==> config.mk <==
export PLATFORM = sky130hd
export DESIGN_NAME = soc_top
export DESIGN_NICKNAME = d
export VERILOG_FILES = /design/src/hw/soc_pkg.sv /design/src/hw/mem_bus_if.sv /design/src/hw/addr_router.sv /design/src/hw/bus_arbiter.sv /design/src/hw/clint_timer.sv /design/src/hw/ram_bridge.sv /design/src/hw/soc_top.sv
export VERILOG_INCLUDE_DIRS = /design/src /design/src/hw
export SDC_FILE = /design/constraint.sdc
export NUM_CORES = 1
export LEC_CHECK = 0
export BUFFER_PORTS_ARGS = -buffer_cell sky130_fd_sc_hd__buf_2
export CAP_MARGIN = 20
export CORE_ASPECT_RATIO = 0.7
export CORE_MARGIN = 1.5
export CORE_UTILIZATION = 53
export CTS_CLUSTER_DIAMETER = 40
export CTS_CLUSTER_SIZE = 8
export DETAILED_ROUTE_END_ITERATION = 8
export PLACE_DENSITY = 0.81
export SYNTH_ARGS = -nofsm -noshare
export SYNTH_HDL_FRONTEND = slang
export SYNTH_SLANG_ARGS = --single-unit
==> constraint.sdc <==
create_clock -name clk -period 9.87 [get_ports clk]
set_clock_uncertainty 0.15 [all_clocks]
set_input_delay 0.4935 -clock clk [delete_from_list [all_inputs] [get_ports clk]]
set_output_delay 0.4935 -clock clk [all_outputs]
set_load 0.05 [all_outputs]
==> src/hw/soc_consts.svh <==
// bus and instruction widths
// core-local timer register addresses
// timer reset values
`ifndef SOC_CONSTS_SVH
`define SOC_CONSTS_SVH

// widths fixed by the memory map
`define SOC_ADDR_W 64
`define SOC_DATA_W 64
`define SOC_INST_W 32

// clint register addresses
`define SOC_MTIME_ADDR    64'h0000_0000_0200_BFF8
`define SOC_MTIMECMP_ADDR 64'h0000_0000_0200_4000

// mtime starts at zero
`define SOC_MTIME_RST    64'h0000_0000_0000_0000
// mtimecmp parked at the top so no interrupt after reset
`define SOC_MTIMECMP_RST 64'hFFFF_FFFF_FFFF_FFFF

`endif

==> src/hw/soc_pkg.sv <==
// shared bus types
// address, data and instruction words
// slave select for the address router
`default_nettype none

`include "soc_consts.svh"

package soc_pkg;

    // one bus address
    typedef logic [`SOC_ADDR_W-1:0] addr_t;

    // one bus data word
    typedef logic [`SOC_DATA_W-1:0] data_t;

    // one instruction word
    typedef logic [`SOC_INST_W-1:0] inst_t;

    // target of a routed transaction
    typedef enum logic {
        SEL_RAM   = 1'b0,
        SEL_TIMER = 1'b1
    } slave_sel_e;

endpackage

`default_nettype wire

==> src/hw/mem_bus_if.sv <==
// single-beat request/response bus
// master and slave modports
`timescale 1ns/1ps
`default_nettype none

interface mem_bus_if import soc_pkg::*; ();

    // request channel
    logic  req_valid;
    addr_t req_addr;
    data_t req_wdata;
    logic  req_we;
    logic  req_ready;

    // one-pulse response
    logic  rsp_valid;
    data_t rsp_rdata;

    modport master (
        output req_valid, req_addr, req_wdata, req_we,
        input  req_ready, rsp_valid, rsp_rdata
    );

    modport slave (
        input  req_valid, req_addr, req_wdata, req_we,
        output req_ready, rsp_valid, rsp_rdata
    );

endinterface

`default_nettype wire

==> src/hw/addr_router.sv <==
// address router for the system bus
// exact mtime or mtimecmp hits go to the timer, the rest to RAM
`timescale 1ns/1ps
`default_nettype none

`include "soc_consts.svh"

module addr_router import soc_pkg::*; (
    input  wire logic clk,
    input  wire logic i_reset,
    mem_bus_if.slave  sys_bus,
    mem_bus_if.master timer_bus,
    mem_bus_if.master ram_bus
);

    slave_sel_e req_sel;
    slave_sel_e sel_q;
    logic       busy_q;

    always_comb begin
        if (sys_bus.req_addr == `SOC_MTIME_ADDR || sys_bus.req_addr == `SOC_MTIMECMP_ADDR) begin
            req_sel = SEL_TIMER;
        end else begin
            req_sel = SEL_RAM;
        end
    end

    // payload fans out, valid only to the chosen slave
    assign timer_bus.req_valid = sys_bus.req_valid && !busy_q && (req_sel == SEL_TIMER);
    assign timer_bus.req_addr  = sys_bus.req_addr;
    assign timer_bus.req_wdata = sys_bus.req_wdata;
    assign timer_bus.req_we    = sys_bus.req_we;

    assign ram_bus.req_valid = sys_bus.req_valid && !busy_q && (req_sel == SEL_RAM);
    assign ram_bus.req_addr  = sys_bus.req_addr;
    assign ram_bus.req_wdata = sys_bus.req_wdata;
    assign ram_bus.req_we    = sys_bus.req_we;

    assign sys_bus.req_ready = !busy_q &&
        ((req_sel == SEL_TIMER) ? timer_bus.req_ready : ram_bus.req_ready);

    always_ff @(posedge clk) begin
        if (i_reset) begin
            busy_q <= 1'b0;
            sel_q  <= SEL_RAM;
        end else if (sys_bus.req_valid && sys_bus.req_ready) begin
            busy_q <= 1'b1;
            sel_q  <= req_sel;
        end else if (sys_bus.rsp_valid) begin
            busy_q <= 1'b0;
        end
    end

    // response mux follows the latched selection
    assign sys_bus.rsp_valid = busy_q &&
        ((sel_q == SEL_TIMER) ? timer_bus.rsp_valid : ram_bus.rsp_valid);
    assign sys_bus.rsp_rdata = (sel_q == SEL_TIMER) ? timer_bus.rsp_rdata : ram_bus.rsp_rdata;

    // a slave that was not picked stays quiet
    a_only_selected_rsp: assert property (
        @(posedge clk) disable iff (i_reset)
        (timer_bus.rsp_valid |-> busy_q && sel_q == SEL_TIMER) and
        (ram_bus.rsp_valid |-> busy_q && sel_q == SEL_RAM)
    );

endmodule

`default_nettype wire

==> src/hw/bus_arbiter.sv <==
// two-requester bus arbiter
// data port has priority, grant held until the response
// instruction words picked out of the 64-bit response
`timescale 1ns/1ps
`default_nettype none

`include "soc_consts.svh"

module bus_arbiter import soc_pkg::*; (
    input  wire logic  clk,
    input  wire logic  i_reset,
    // instruction fetch port, read only
    input  wire logic  i_inst_valid,
    input  wire addr_t i_inst_addr,
    output logic       o_inst_ready,
    output logic       o_inst_rsp_valid,
    output inst_t      o_inst_rsp_data,
    // data port
    input  wire logic  i_data_valid,
    input  wire addr_t i_data_addr,
    input  wire data_t i_data_wdata,
    input  wire logic  i_data_we,
    output logic       o_data_ready,
    output logic       o_data_rsp_valid,
    output data_t      o_data_rsp_data,
    mem_bus_if.master  sys_bus
);

    logic busy_q;
    logic owner_data_q;
    logic inst_hi_q;
    logic pick_data;
    logic accept;

    // data wins when both ask in the same cycle
    assign pick_data = i_data_valid;

    assign sys_bus.req_valid = !busy_q && (i_data_valid || i_inst_valid);
    assign sys_bus.req_addr  = pick_data ? i_data_addr : i_inst_addr;
    assign sys_bus.req_wdata = pick_data ? i_data_wdata : '0;
    assign sys_bus.req_we    = pick_data && i_data_we;

    assign accept = sys_bus.req_valid && sys_bus.req_ready;

    // loser sees ready low until the winner's response
    assign o_data_ready = !busy_q && sys_bus.req_ready;
    assign o_inst_ready = !busy_q && !i_data_valid && sys_bus.req_ready;

    always_ff @(posedge clk) begin
        if (i_reset) begin
            busy_q       <= 1'b0;
            owner_data_q <= 1'b0;
        end else if (accept) begin
            busy_q       <= 1'b1;
            owner_data_q <= pick_data;
        end else if (sys_bus.rsp_valid) begin
            busy_q <= 1'b0;
        end
    end

    // which half of the doubleword the fetch wants
    always_ff @(posedge clk) begin
        if (accept) begin
            inst_hi_q <= i_inst_addr[2];
        end
    end

    // response goes back to whoever holds the grant
    assign o_data_rsp_valid = sys_bus.rsp_valid && busy_q && owner_data_q;
    assign o_inst_rsp_valid = sys_bus.rsp_valid && busy_q && !owner_data_q;
    assign o_data_rsp_data  = sys_bus.rsp_rdata;
    assign o_inst_rsp_data  = inst_hi_q ? sys_bus.rsp_rdata[`SOC_DATA_W-1 -: `SOC_INST_W]
                                        : sys_bus.rsp_rdata[`SOC_INST_W-1:0];

    // the fabric only answers a transaction this arbiter granted
    a_rsp_needs_grant: assert property (
        @(posedge clk) disable iff (i_reset) sys_bus.rsp_valid |-> busy_q
    );

endmodule

`default_nettype wire

==> src/hw/clint_timer.sv <==
// core-local timer
// free-running mtime, mtimecmp and the timer interrupt
`timescale 1ns/1ps
`default_nettype none

`include "soc_consts.svh"

module clint_timer import soc_pkg::*; (
    input  wire logic clk,
    input  wire logic i_reset,
    mem_bus_if.slave  timer_bus,
    output logic      o_timer_intr
);

    data_t mtime_q;
    data_t mtimecmp_q;
    data_t rdata_q;
    logic  rsp_q;
    logic  accept;
    logic  hit_mtime;
    logic  hit_cmp;

    assign accept    = timer_bus.req_valid && timer_bus.req_ready;
    assign hit_mtime = (timer_bus.req_addr == `SOC_MTIME_ADDR);
    assign hit_cmp   = (timer_bus.req_addr == `SOC_MTIMECMP_ADDR);

    // idle unless a response is going out
    assign timer_bus.req_ready = !rsp_q;
    assign timer_bus.rsp_valid = rsp_q;
    assign timer_bus.rsp_rdata = rdata_q;

    always_ff @(posedge clk) begin
        if (i_reset) begin
            mtime_q      <= `SOC_MTIME_RST;
            mtimecmp_q   <= `SOC_MTIMECMP_RST;
            rsp_q        <= 1'b0;
            o_timer_intr <= 1'b0;
        end else begin
            rsp_q        <= accept;
            o_timer_intr <= (mtime_q >= mtimecmp_q);
            // a write to mtime replaces this cycle's increment
            if (accept && timer_bus.req_we && hit_mtime) begin
                mtime_q <= timer_bus.req_wdata;
            end else begin
                mtime_q <= mtime_q + 1'b1;
            end
            if (accept && timer_bus.req_we && hit_cmp) begin
                mtimecmp_q <= timer_bus.req_wdata;
            end
        end
    end

    // read value captured at acceptance, writes answer zero
    always_ff @(posedge clk) begin
        if (accept) begin
            rdata_q <= timer_bus.req_we ? '0 :
                       hit_mtime        ? mtime_q :
                       hit_cmp          ? mtimecmp_q : '0;
        end
    end

endmodule

`default_nettype wire

==> src/hw/ram_bridge.sv <==
// bus to external RAM bridge
// one strobe per access and a response two cycles after acceptance
`timescale 1ns/1ps
`default_nettype none

`include "soc_consts.svh"

module ram_bridge import soc_pkg::*; (
    input  wire logic  clk,
    input  wire logic  i_reset,
    mem_bus_if.slave   ram_bus,
    output logic       o_ram_read_ena,
    output logic       o_ram_write_ena,
    output addr_t      o_ram_addr,
    output data_t      o_ram_wdata,
    input  wire data_t i_ram_rdata
);

    typedef enum logic [1:0] {
        ST_IDLE,
        ST_ACCESS,
        ST_RESPOND
    } state_e;

    state_e state_q;
    addr_t  addr_q;
    data_t  wdata_q;
    logic   we_q;

    always_ff @(posedge clk) begin
        if (i_reset) begin
            state_q <= ST_IDLE;
        end else begin
            case (state_q)
                ST_IDLE:    if (ram_bus.req_valid) state_q <= ST_ACCESS;
                ST_ACCESS:  state_q <= ST_RESPOND;
                ST_RESPOND: state_q <= ST_IDLE;
                default:    state_q <= ST_IDLE;
            endcase
        end
    end

    always_ff @(posedge clk) begin
        if (state_q == ST_IDLE && ram_bus.req_valid) begin
            addr_q  <= ram_bus.req_addr;
            wdata_q <= ram_bus.req_wdata;
            we_q    <= ram_bus.req_we;
        end
    end

    assign ram_bus.req_ready = (state_q == ST_IDLE);

    // strobes live in the access cycle only
    assign o_ram_read_ena  = (state_q == ST_ACCESS) && !we_q;
    assign o_ram_write_ena = (state_q == ST_ACCESS) && we_q;
    assign o_ram_addr      = addr_q;
    assign o_ram_wdata     = wdata_q;

    // read data arrives from the RAM in the respond cycle
    assign ram_bus.rsp_valid = (state_q == ST_RESPOND);
    assign ram_bus.rsp_rdata = we_q ? '0 : i_ram_rdata;

    a_strobes_exclusive: assert property (
        @(posedge clk) disable iff (i_reset) !(o_ram_read_ena && o_ram_write_ena)
    );

endmodule

`default_nettype wire

==> src/hw/soc_top.sv <==
// system side of the SoC
// arbiter, address router, clint timer and RAM bridge
`timescale 1ns/1ps
`default_nettype none

`include "soc_consts.svh"

module soc_top import soc_pkg::*; (
    input  wire logic  clk,
    input  wire logic  i_reset,
    // instruction fetch port
    input  wire logic  i_inst_valid,
    input  wire addr_t i_inst_addr,
    output logic       o_inst_ready,
    output logic       o_inst_rsp_valid,
    output inst_t      o_inst_rsp_data,
    // data port
    input  wire logic  i_data_valid,
    input  wire addr_t i_data_addr,
    input  wire data_t i_data_wdata,
    input  wire logic  i_data_we,
    output logic       o_data_ready,
    output logic       o_data_rsp_valid,
    output data_t      o_data_rsp_data,
    // external RAM
    output logic       o_ram_read_ena,
    output logic       o_ram_write_ena,
    output addr_t      o_ram_addr,
    output data_t      o_ram_wdata,
    input  wire data_t i_ram_rdata,
    output logic       o_timer_intr
);

    mem_bus_if sys_bus ();
    mem_bus_if timer_bus ();
    mem_bus_if ram_bus ();

    bus_arbiter u_bus_arbiter (
        .clk              (clk),
        .i_reset          (i_reset),
        .i_inst_valid     (i_inst_valid),
        .i_inst_addr      (i_inst_addr),
        .o_inst_ready     (o_inst_ready),
        .o_inst_rsp_valid (o_inst_rsp_valid),
        .o_inst_rsp_data  (o_inst_rsp_data),
        .i_data_valid     (i_data_valid),
        .i_data_addr      (i_data_addr),
        .i_data_wdata     (i_data_wdata),
        .i_data_we        (i_data_we),
        .o_data_ready     (o_data_ready),
        .o_data_rsp_valid (o_data_rsp_valid),
        .o_data_rsp_data  (o_data_rsp_data),
        .sys_bus          (sys_bus.master)
    );

    addr_router u_addr_router (
        .clk       (clk),
        .i_reset   (i_reset),
        .sys_bus   (sys_bus.slave),
        .timer_bus (timer_bus.master),
        .ram_bus   (ram_bus.master)
    );

    clint_timer u_clint_timer (
        .clk          (clk),
        .i_reset      (i_reset),
        .timer_bus    (timer_bus.slave),
        .o_timer_intr (o_timer_intr)
    );

    ram_bridge u_ram_bridge (
        .clk             (clk),
        .i_reset         (i_reset),
        .ram_bus         (ram_bus.slave),
        .o_ram_read_ena  (o_ram_read_ena),
        .o_ram_write_ena (o_ram_write_ena),
        .o_ram_addr      (o_ram_addr),
        .o_ram_wdata     (o_ram_wdata),
        .i_ram_rdata     (i_ram_rdata)
    );

endmodule

`default_nettype wire

* Word-level counts from Yosys, hierarchy flattened
Cells that the tools add are included.
** Operators by class
- Add/subtract/negate cells :: 1
- Order comparisons :: 1
- Equal/unequal tests :: 5
- Multiplexer cells :: 15
- Bitwise logic cells :: 1
- Reduce and logical (&&, ||, !) cells :: 30
** Operator list (number)
- $mux 64 :: 7
- $eq 64x26->1 const B :: 2
- $add 64x1->64 const B :: 1
- $ge 64x64->1 :: 1
- $mux 32 :: 1
- $logic_and 1x1->1 :: 21
- $logic_not 1->1 :: 5
- $mux 1 :: 5
- $pmux 2 s2 :: 1
- $eq 2x1->1 const B :: 1
- $eq 2x2->1 const B :: 1
- $logic_not 2->1 :: 1
- $logic_or 1x1->1 :: 2
- $mux 2 :: 1
- $ne 2x1->1 const B :: 1
- $reduce_bool 2->1 :: 1
- $not 1->1 :: 1
** Word-level totals
- Bits in registers :: 329
- Input bits :: 261
- Output and inout port bits :: 231

* Logic depth before layout (Yosys ltp)
Gate-level depths: netlist of the first run.
- Depth in word-level cells :: 9
- Mapped depth :: 11

* Cells and area by module
Synthesis of the first run repeated with hierarchy kept, for this count alone.
** Second synthesis, totals
- Cells, all modules :: 2010
- Area total of the unflattened synthesis :: 20309.5 µm²
** Modules (own cells, without submodules)
- clint_timer :: times used 1, cells an instance 1145, area an instance 10455.0 µm²
- ram_bridge :: times used 1, cells an instance 209, area an instance 4426.7 µm²
- addr_router :: times used 1, cells an instance 394, area an instance 3160.5 µm²
- bus_arbiter :: times used 1, cells an instance 262, area an instance 2267.2 µm²

* Worst setup path after synthesis of the first run
No wires, ideal clock.
- Kind :: in2reg
- Start point :: input port i_data_valid
- End point :: register u_ram_bridge.addr_q[0], in the netlist u_ram_bridge.o_ram_addr[0], enable pin
- Arrival time :: 7.038 ns
- Required time :: 9.101 ns
- Slack :: 2.063 ns
- Cell stages on the path :: 8
- Buffers on the path :: 3
- Path through :: buf_2 buf_2 buf_4 mux2i_1 a2111oi_2 a21boi_1 nor2_1 nor2_1
** Between the ends
- Cells in the longest elaborated chain, start to end :: 7
- Elaborated cells between the ends (all ways) :: 11
** Ends and longest elaborated chain
- start: declaration :: RTL line soc_top.sv:18 : input wire logic i_data_valid,
- $mux 64 :: RTL line bus_arbiter.sv:39 : assign sys_bus.req_addr = pick_data ? i_data_addr : i_inst_addr;
- $eq 64x26->1 (no source line)
- $logic_or 1x1->1 (no source line)
- $mux 1 :: RTL line addr_router.sv:21 : if (sys_bus.req_addr == `SOC_MTIME_ADDR || sys_bus.req_addr == `SOC_MTIMECMP_ADDR) begin
- $not 1->1 :: RTL line addr_router.sv:34 : assign ram_bus.req_valid = sys_bus.req_valid && !busy_q && (req_sel == SEL_RAM);
- $logic_and 1x1->1 (*) :: RTL line addr_router.sv:34
- $logic_and 1x1->1 (*) :: RTL line ram_bridge.sv:44 : if (state_q == ST_IDLE && ram_bus.req_valid) begin
- end signal: assignment :: RTL line ram_bridge.sv:45 : addr_q <= ram_bus.req_addr;
- end: declaration :: RTL line ram_bridge.sv:26 : addr_t addr_q;
Mark *: on every way between the ends. The rest lies on a longest branch, timed or not.
A chain may end at the register's enable or synchronous reset.

* Worst setup path after layout of the first run
- Start point :: input port i_data_valid
- End point :: output port o_inst_ready
** Between the ends
- Cells in the longest elaborated chain, start to end :: 7
- Elaborated cells between the ends (all ways) :: 10
** Ends and longest elaborated chain
- $mux 64 (*) :: RTL line bus_arbiter.sv:39
- via ram_bus.req_addr[3] :: RTL line mem_bus_if.sv:10 : addr_t req_addr;
- $eq 64x26->1 (no source line)
- $logic_or 1x1->1 (no source line) (*)
- $mux 1 (*) :: RTL line addr_router.sv:21
- $mux 1 (*) :: RTL line addr_router.sv:40 : ((req_sel == SEL_TIMER) ? timer_bus.req_ready : ram_bus.req_ready);
- $logic_and 1x1->1 (*) :: RTL line addr_router.sv:39 : assign sys_bus.req_ready = !busy_q &&
- $logic_and 1x1->1 (*) :: RTL line bus_arbiter.sv:47 : assign o_inst_ready = !busy_q && !i_data_valid && sys_bus.req_ready;
- end: declaration :: RTL line soc_top.sv:14 : output logic o_inst_ready,
The timed path passes the listed nets; every way through them passes the cells marked *.

==> impl_metrics.json, run 1 <==
{
  "synth.distinct_cells": 59,
  "timing.critical_path.arrival_ps": 4180,
  "number_of_gates_resized_after_cts": 0,
  "clkTransAtPathRegs_ps": 50,
  "final_cell_area_sq_mm": 0.0211,
  "floorplan.rows": 54,
  "seqPwrFrac_pct": 37.7,
  "finalWeightedCongestion": 0.953,
  "detailed_routing_iterations_pass_1": 6,
  "totalWireLength_microns": 58900,
  "area_after_detailed_placement_sq_mm": 0.0195,
  "drtIter0Drc": 1656,
  "clkSinkCount": 329,
  "cp.depth": 10,
  "io_buffers": 491,
  "number_of_inserted_filler_cells_in_the_final_layout": 2459,
  "final_min_period_over_clock_period_pct": 48.9,
  "slowest_delay_ps": 620,
  "net-switching-power_uw": 1480,
  "worst_pin_slew_ps": 1050,
  "cts_htree_levels": 2,
  "avgSynthCellArea_sq_um": 10.3,
  "grt_pass1_wl_microns": 88200,
  "tritoncts": "done",
  "insertion_delay_ps": 570,
  "crit_slowest_cell": "sky130_fd_sc_hd__buf_4",
  "cp_top_family": "buffers and inverters",
  "nNetsFinal": 2428,
  "synth_flop_cell": "sky130_fd_sc_hd__edfxtp_1",
  "timing.hold.ws_ps": 67.6,
  "final_core_utilization_pct": 67.6,
  "fin_tns_setup_ps": 0,
  "total_cts_buffers": 50,
  "ios": 492,
  "worstPathCellList": "buf_4, buf_4, mux2_2, nand3b_1, or4_4, a21boi_1, nor2_1, mux2i_1, nor2_1, buf_2",
  "drc": 0,
  "hold_violations": 0,
  "routed_wire_length_per_instance_microns": 22.9,
  "num_vias": 15225,
  "area_delta_synth_final_pct": 25.1,
  "asyncSetResetFlopFracSynth_pct": 0,
  "post_synth_edffs": 194,
  "p_int_uw": 2830,
  "worstSetupEndpointType": "output pin",
  "timing.max_slew.rel_slack_pct": 29.0,
  "die_width_microns": 216,
  "routed_via_density": 5.92,
  "fp.dieH_microns": 152,
  "post_cts_hold_buffer_count": 0,
  "critPathMaxFanout": 69,
  "grt_setup_unrepaired": "false",
  "power_density_mw_per_mm2": 204,
  "syn_area_sq_mm": 0.0169,
  "synth.ff_latch_count": 329,
  "hold_path_class": "input pin to flip-flop",
  "run_status": "complete, no violations",
  "final.min_clock_period_ps": 4830,
  "max_cap_viol_count": 0,
  "die-area_sq_mm": 0.0329,
  "startpoint_kind_of_the_worst_setup_timing_path": "input pin",
  "cellLeakagePower_uw": 0.00969,
  "synth-seq-area-share_pct": 50.6,
  "grt_overflow_total": 0,
  "yosys_top_cell_area_share_pct": 34.6,
  "max_freq_ghz": 0.207,
  "final_layout_size_suffix_gt1_share_pct": 31.6,
  "drt.antenna.violating_nets": 0,
  "netlist.top_cell.by_area": "sky130_fd_sc_hd__edfxtp_1",
  "number_of_global_route_vias_before_repair": 14702,
  "dpl.hpwl_microns": 43000,
  "critPathRequiredTime_ps": 9230,
  "core_area_sq_mm": 0.0312,
  "power_switching_share_pct": 34.2,
  "post-layout-total-power_uw": 4310,
  "cts_setup_buffers": 0,
  "synth.top_cells.by_count": "sky130_fd_sc_hd__nor2_1 (252), sky130_fd_sc_hd__edfxtp_1 (194), sky130_fd_sc_hd__inv_1 (145), sky130_fd_sc_hd__dfxtp_1 (135), sky130_fd_sc_hd__nand2_1 (100)",
  "clock_path_buffers": 3,
  "cp.buffers_inverters": 3,
  "setup.worst_path.class": "input pin to output pin",
  "cts_root_buf": "sky130_fd_sc_hd__clkbuf_16",
  "final-max-slew-violation-count": 0,
  "reg2reg_depth": 7,
  "number_of_cells_on_the_worst_hold_path": 1,
  "grt.total_usage_pct": 35.0,
  "yosys-top-cells-area": "sky130_fd_sc_hd__edfxtp_1 (35%), sky130_fd_sc_hd__dfxtp_1 (16%), sky130_fd_sc_hd__mux2_2 (6.0%), sky130_fd_sc_hd__nor2_1 (5.6%), sky130_fd_sc_hd__ha_1 (4.8%)",
  "post-synth-top-count-cell": "sky130_fd_sc_hd__nor2_1",
  "grt_start_max_net_pins": 94,
  "comb_power_share_pct": 24.2,
  "clkPwrFrac_pct": 38.1,
  "synthesis.nets": 1966,
  "synthesis.yosys.warnings": 0,
  "post_synth_inst_count": 1640,
  "initial_utilization_pct": 54.0,
  "ir_drop_mv": 0.167,
  "antenna_found_initial": 10,
  "setup_viol": 0
}
-- registers in the layout, indices dropped and copies added, names as in the netlist --
register	count
u_bus_arbiter.inst_hi_q	1
u_clint_timer.mtimecmp_q	64
u_ram_bridge.we_q	1
u_ram_bridge.o_ram_wdata	64
u_clint_timer.mtime_q	64
u_addr_router.busy_q	1
u_addr_router.sel_q	1
u_ram_bridge.state_q	2
u_clint_timer.timer_bus.rsp_rdata	64
u_bus_arbiter.owner_data_q	1
u_ram_bridge.o_ram_addr	64
u_clint_timer.timer_bus.rsp_valid	1
u_clint_timer.o_timer_intr	1
-- layout by cell type, fill, tap and decap left out, types with 4 or more instances in the layout --
master | netlist | final
sky130_fd_sc_hd__dfxtp_1 | 135 | 134
sky130_fd_sc_hd__mux2_2 | 90 | 90
sky130_fd_sc_hd__nand2_1 | 100 | 100
sky130_fd_sc_hd__o21ai_0 | 24 | 24
sky130_fd_sc_hd__a211o_1 | 65 | 65
sky130_fd_sc_hd__ha_1 | 65 | 65
sky130_fd_sc_hd__nor3_1 | 36 | 36
sky130_fd_sc_hd__buf_2 | 25 | 490
sky130_fd_sc_hd__a22o_1 | 63 | 63
sky130_fd_sc_hd__clkbuf_16 | 0 | 52
sky130_fd_sc_hd__mux2i_1 | 8 | 8
sky130_fd_sc_hd__xor2_1 | 37 | 37
sky130_fd_sc_hd__buf_4 | 1 | 18
sky130_fd_sc_hd__and3_1 | 8 | 8
sky130_fd_sc_hd__xnor2_1 | 23 | 23
sky130_fd_sc_hd__nor2_1 | 252 | 248
sky130_fd_sc_hd__nand3_1 | 32 | 32
sky130_fd_sc_hd__diode_2 | 0 | 8
sky130_fd_sc_hd__a21oi_1 | 19 | 19
sky130_fd_sc_hd__nor2b_1 | 5 | 5
sky130_fd_sc_hd__a22oi_1 | 66 | 66
sky130_fd_sc_hd__edfxtp_1 | 194 | 194
sky130_fd_sc_hd__inv_1 | 145 | 144
sky130_fd_sc_hd__nor2_4 | 0 | 4
sky130_fd_sc_hd__a21o_1 | 5 | 5
sky130_fd_sc_hd__a211oi_1 | 62 | 62
sky130_fd_sc_hd__nand2b_1 | 6 | 6
sky130_fd_sc_hd__nand4_1 | 34 | 34
sky130_fd_sc_hd__clkbuf_8 | 0 | 4
sky130_fd_sc_hd__nor4_1 | 28 | 28
sky130_fd_sc_hd__clkbuf_1 | 62 | 31
-- routing by layer --
metal	up-vias	global-route usage, %	part of all wire [%]
met5	-	0	0
met4	0	17.8	5.3
met3	155	7.66	9.7
met2	872	54.5	46
met1	7298	46.0	39
li1	6900	-	-
-- through the flow --
step	worst slack, ps	cells
detailed placement	4690	2468
global route	4840	2569
floorplan	2060	1640
global placement	4790	2468
CTS	5100	2560
finish	5040	2570
-- power groups by stage --
stage | Sequential [uW] | Combinational, uW | Clock [uW]
CTS | 1630 | 1030 | 1650
floorplan | 1990 | 405 | 0
global placement | 1650 | 1020 | 0
detailed placement | 1650 | 1030 | 0
finish | 1620 | 1040 | 1640
global route | 1630 | 1070 | 1710
-- kinds of logic (layout without fill, tap and decap cells) --
logic type / after synthesis / in the layout / share of synthesized area (%)
other: 0 / 8 / 0
and+or+nand+nor: 517 / 517 / 13.8
adders and majority gates: 65 / 65 / 4.82
muxes: 99 / 99 / 6.62
buffers and inverters: 244 / 746 / 6.08
xor gates and xnor gates: 60 / 60 / 3.12
DFF: 329 / 329 / 50.6
AOI/OAI and AO/OA: 326 / 326 / 15.0
-- area by class of cell --
cell class	instances	area, sq um	area share (%)
flip-flops and latches	329	8530	40.4
multi-input cells	1067	7340	34.8
repair buffers	509	2610	12.4
clock buffers	87	1470	6.98
inverters	145	544	2.58
well taps	420	526	2.49
clock inverters	5	53.8	0.255
diodes	8	20.0	0.0949
-- path summary, 6_finish.rpt --
kind,slack [ps],end,startpoint
hold / removal,70,u_bus_arbiter.inst_hi_q,i_inst_addr[2]
hold reg to reg,340,u_clint_timer.mtimecmp_q[33],u_clint_timer.mtimecmp_q[33]
setup reg to reg,6170,u_clint_timer.mtime_q[53],u_clint_timer.mtime_q[26]
setup / recovery,5040,o_inst_ready,i_data_valid
Note: power is estimated with default switching activity, not from simulation.
==> run 2: changes to the inputs <==
clock period = 4.6 ns   (was 9.87 ns; I/O delays follow)
==> impl_metrics.json, run 2 (synthesis gave the netlist of run 1 again) <==
{
  "grt_overflow_total": 0,
  "antenna_found_initial": 13,
  "ir_drop_mv": 0.326,
  "cp_top_family": "simple AND/OR/NAND/NOR gates",
  "groute.layer.met2.usage_pct": 60.3,
  "core_area_sq_mm": 0.0312,
  "mostFrequentLayoutCells": "sky130_fd_sc_hd__buf_2 (489), sky130_fd_sc_hd__nor2_1 (248), sky130_fd_sc_hd__edfxtp_1 (194)",
  "worstHoldStart": "i_data_valid",
  "cts_setup_buffers": 0,
  "final_min_period_over_clock_period_pct": 82.9,
  "post-layout-total-power_uw": 9340,
  "hold_path_class": "input pin to flip-flop",
  "hold_violations": 0,
  "initial_utilization_pct": 54.0,
  "crit_slowest_cell": "sky130_fd_sc_hd__nor4_1",
  "grt_start_max_net_pins": 115,
  "area_delta_synth_final_pct": 36.7,
  "fp.dieH_microns": 152,
  "timing.max_slew.rel_slack_pct": 23.9,
  "insertion_delay_ps": 580,
  "number_of_gates_resized_after_cts": 0,
  "final_layout_size_suffix_gt1_share_pct": 28.9,
  "layoutNonFillerInstCount": 2767,
  "drtIter0Drc": 2073,
  "worstPathCellList": "dlygate4sd3_1, buf_2, nor4_1, nand3_1, a21oi_1, o211ai_2, nor2_1, mux2i_1, nor2_1, buf_2",
  "floorplan.rows": 54,
  "timing.critical_path.arrival_ps": 3430,
  "finalWeightedCongestion": 0.975,
  "critPathRequiredTime_ps": 4220,
  "total_cts_buffers": 49,
  "final.min_clock_period_ps": 3810,
  "place_inst": 2471,
  "grt_setup_unrepaired": "false",
  "grt_pass1_wl_microns": 96300,
  "global_route.usage.met3_pct": 8.66,
  "clock_path_buffers": 3,
  "num_vias": 16498,
  "drc": 0,
  "grt.total_usage_pct": 38.2,
  "run_status": "complete, no violations",
  "r2r-start": "u_clint_timer.mtime_q[6]",
  "drt.antenna.violating_nets": 0,
  "worstSetupEndpointType": "output pin",
  "post_cts_hold_buffer_count": 193,
  "die-area_sq_mm": 0.0329,
  "cellLeakagePower_uw": 0.0105,
  "routed_wire_length_per_instance_microns": 23.5,
  "die_width_microns": 216,
  "fin_tns_setup_ps": 0,
  "cts_htree_levels": 2,
  "clkSinkCount": 329,
  "totalWireLength_microns": 65000,
  "max_freq_ghz": 0.262,
  "routed_via_density": 5.96,
  "cts_root_buf": "sky130_fd_sc_hd__clkbuf_16",
  "busiest_layer": "met2",
  "nNetsFinal": 2623,
  "detailed_routing_iterations_pass_1": 8,
  "io_buffers": 491,
  "setup_viol": 0,
  "number_of_global_route_vias_before_repair": 16087,
  "dpl.hpwl_microns": 43700,
  "max_cap_viol_count": 0,
  "critPathMaxFanout": 5,
  "setup.worst_path.class": "input pin to output pin",
  "startpoint": "i_inst_addr[28]",
  "power_density_mw_per_mm2": 405,
  "ios": 492,
  "tritoncts": "done",
  "worst_pin_slew_ps": 1130,
  "clkTransAtPathRegs_ps": 50,
  "final-max-slew-violation-count": 0,
  "cp.buffers_inverters": 3,
  "slowest_delay_ps": 690,
  "grt_use_met1_pct": 48.8,
  "startpoint_kind_of_the_worst_setup_timing_path": "input pin",
  "most_common_library_cell_in_the_layout_ignoring_fill_and_taps": "sky130_fd_sc_hd__buf_2"
}
[run 2: layout make-up]
class	count	area [sq um]
clock inverters	7	90.1
inverters	145	544
well taps	420	526
multi-input cells	1067	7340
repair buffers	705	4620
clock buffers	85	1370
fillers	2193	8170
diodes	9	22.5
flip-flops and latches	329	8530
[run 2: where the power goes]
group	switching, uW	internal, uW
combinational	1820	602
sequential	89.1	3400
clock	1360	2070
total	3270	6070
[run 2: tightest hold or removal path, cell delays in order]
cell and delay (ps):
sky130_fd_sc_hd__buf_4 290, sky130_fd_sc_hd__nand2b_1 140, sky130_fd_sc_hd__o21ai_0 70
[run 2: layer usage]
metal | vias to the layer above | part of all wire, %
li1 | 7308 | -
met1 | 7835 | 38
met2 | 1130 | 46
met3 | 219 | 10
met4 | 6 | 5.6
met5 | - | 0.059
[run 2: path summary, 6_finish.rpt]
kind	to	slack (ps)	cells after the start
max	o_inst_ready	790	10
min	u_bus_arbiter.owner_data_q	110	3
max reg2reg	u_clint_timer.mtime_q[63]	900	7
min reg2reg	u_clint_timer.mtimecmp_q[24]	340	1
[run 2: metrics by stage]
stage | hold WS [ps] | utilization [%] | worst slack, ps | area, sq um
after floorplan | 179 | - | 646 | 16900
after global placement | 320 | 62.8 | 835 | 19600
after detailed placement | 328 | 62.8 | 759 | 19600
after CTS | 65.2 | 73.7 | 961 | 23000
after global routing | 150 | 73.8 | 604 | 23000
final | 113 | 73.8 | 787 | 23000
==> run 3: changes to the inputs <==
clock period = 4 ns   (was 4.6 ns; I/O delays follow)
==> impl_metrics.json, run 3 (synthesis gave the netlist of run 1 again) <==
{
  "timing.critical_path.arrival_ps": 3420,
  "run_status": "complete, no violations",
  "worstHoldStart": "i_reset",
  "die_width_microns": 216,
  "worst-r2r-setup-slack_ps": 610,
  "grt_setup_unrepaired": "false",
  "io_buffers": 491,
  "grt_pass1_wl_microns": 95000,
  "final_layout_size_suffix_gt1_share_pct": 29.2,
  "ir_drop_mv": 0.375,
  "post-layout-total-power_uw": 10700,
  "timing.hold.ws_ps": 158,
  "setup.worst_path.class": "input pin to output pin",
  "cellLeakagePower_uw": 0.0105,
  "total_cts_buffers": 49,
  "initial_utilization_pct": 54.0,
  "post_cts_hold_buffer_count": 193,
  "critPathCapture": "o_inst_ready",
  "worstSetupEndpointType": "output pin",
  "place_inst": 2481,
  "setup_viol": 0,
  "layoutNonFillerInstCount": 2778,
  "fin_tns_setup_ps": 0,
  "grt.total_usage_pct": 37.8,
  "number_of_global_route_vias_before_repair": 16078,
  "power_density_mw_per_mm2": 464,
  "final-max-slew-violation-count": 0,
  "critPathRequiredTime_ps": 3650,
  "number_of_gates_resized_after_cts": 0,
  "floorplan.rows": 54,
  "max_freq_ghz": 0.265,
  "num_vias": 16305,
  "reg2reg_depth": 7,
  "mostFrequentLayoutCells": "sky130_fd_sc_hd__buf_2 (489), sky130_fd_sc_hd__nor2_1 (248), sky130_fd_sc_hd__edfxtp_1 (194)",
  "reg2reg_to": "u_clint_timer.mtime_q[53]",
  "insertion_delay_ps": 570,
  "drt.antenna.violating_nets": 0,
  "clock_path_buffers": 3,
  "hold_violations": 0,
  "finalWeightedCongestion": 0.964,
  "critPathMaxFanout": 5,
  "number_of_cells_on_the_worst_hold_path": 2,
  "most_common_library_cell_in_the_layout_ignoring_fill_and_taps": "sky130_fd_sc_hd__buf_2",
  "detailed_routing_iterations_pass_1": 5,
  "multiInputGateArea_sq_mm": 0.00734,
  "clkTransAtPathRegs_ps": 50,
  "cts_htree_levels": 2,
  "cts_setup_buffers": 0,
  "cts_root_buf": "sky130_fd_sc_hd__clkbuf_16",
  "ios": 492,
  "drc": 0,
  "dpl.hpwl_microns": 43800,
  "clkSinkCount": 329,
  "worst_pin_slew_ps": 968,
  "drtIter0Drc": 1650,
  "die-area_sq_mm": 0.0329,
  "timing.max_slew.rel_slack_pct": 35.0,
  "final_min_period_over_clock_period_pct": 94.3,
  "startpoint": "i_inst_addr[15]",
  "fp.dieH_microns": 152,
  "antenna_found_initial": 13,
  "r2r-start": "u_clint_timer.mtime_q[2]",
  "final_core_utilization_pct": 74.2,
  "hold_path_class": "input pin to flip-flop",
  "grt_start_max_net_pins": 129,
  "regArea_sq_mm": 0.00853,
  "tritoncts": "done",
  "core_area_sq_mm": 0.0312,
  "totalWireLength_microns": 63400,
  "grt_overflow_total": 0,
  "routed_via_density": 5.87,
  "nNetsFinal": 2633,
  "startpoint_kind_of_the_worst_setup_timing_path": "input pin",
  "final.min_clock_period_ps": 3770,
  "number_of_inserted_filler_cells_in_the_final_layout": 2182,
  "max_cap_viol_count": 0,
  "area_delta_synth_final_pct": 37.4,
  "routed_wire_length_per_instance_microns": 22.8
}
run 3: changes by cell type in the layout (fill, tap and decap cells not counted), sizes merged:
cell / delta
buf: +10
clkinv: +1
clkinvlp: -1
diode: +1
run 3: area by class of cell:
| class | instances | area share (%) |
|---|---|---|
| repair buffers | 715 | 20.4 |
| diodes | 10 | 0.108 |
| multi-input cells | 1067 | 31.7 |
| clock buffers | 85 | 5.97 |
| well taps | 420 | 2.27 |
| flip-flops and latches | 329 | 36.8 |
| inverters | 145 | 2.35 |
| clock inverters | 7 | 0.378 |
run 3: worst min-delay path by stage:
| stage | to | slack (ps) |
|---|---|---|
| floorplan | u_bus_arbiter.inst_hi_q | 150 |
| global placement | u_clint_timer.mtimecmp_q[37] | 320 |
| detailed placement | u_bus_arbiter.inst_hi_q | 320 |
| CTS | u_ram_bridge.state_q[1] | 110 |
| global route | u_ram_bridge.state_q[1] | 190 |
| finish | u_clint_timer.mtime_q[41] | 160 |
run 3: power breakdown:
group / switching [uW] / total [uW] / internal, uW
clock network: 1530 / 3930 / 2400
logic: 2100 / 2810 / 708
registers: 91.1 / 4000 / 3910
run 3: critical path, stage by stage:
cell	delay, ps
sky130_fd_sc_hd__dlygate4sd3_1	550
sky130_fd_sc_hd__buf_2	100
sky130_fd_sc_hd__mux2i_1	70
sky130_fd_sc_hd__dlygate4sd3_1	610
sky130_fd_sc_hd__buf_4	150
sky130_fd_sc_hd__a2111oi_2	420
sky130_fd_sc_hd__a21boi_1	190
sky130_fd_sc_hd__nor2_1	390
sky130_fd_sc_hd__mux2i_1	440
sky130_fd_sc_hd__nor2_1	70
sky130_fd_sc_hd__buf_2	230
run 3: stage by stage:
step / setup slack [ps] / instance area [sq um]
3_5_place_dp: 516 / 19700
4_1_cts: 311 / 23100
5_1_grt: 103 / 23200
6_report: 227 / 23200
2_1_floorplan: 75.9 / 16900
3_3_place_gp: 533 / 19700
run 3: routing by layer:
| layer | share of wire [%] | wire length (microns) | GRT usage (%) |
|---|---|---|---|
| met1 | 39 | 24800 | 48.8 |
| met3 | 9.5 | 6030 | 8.02 |
| met2 | 45 | 28800 | 59.8 |
| met5 | 0.020 | 13 | 0 |
| met4 | 5.9 | 3740 | 19.7 |
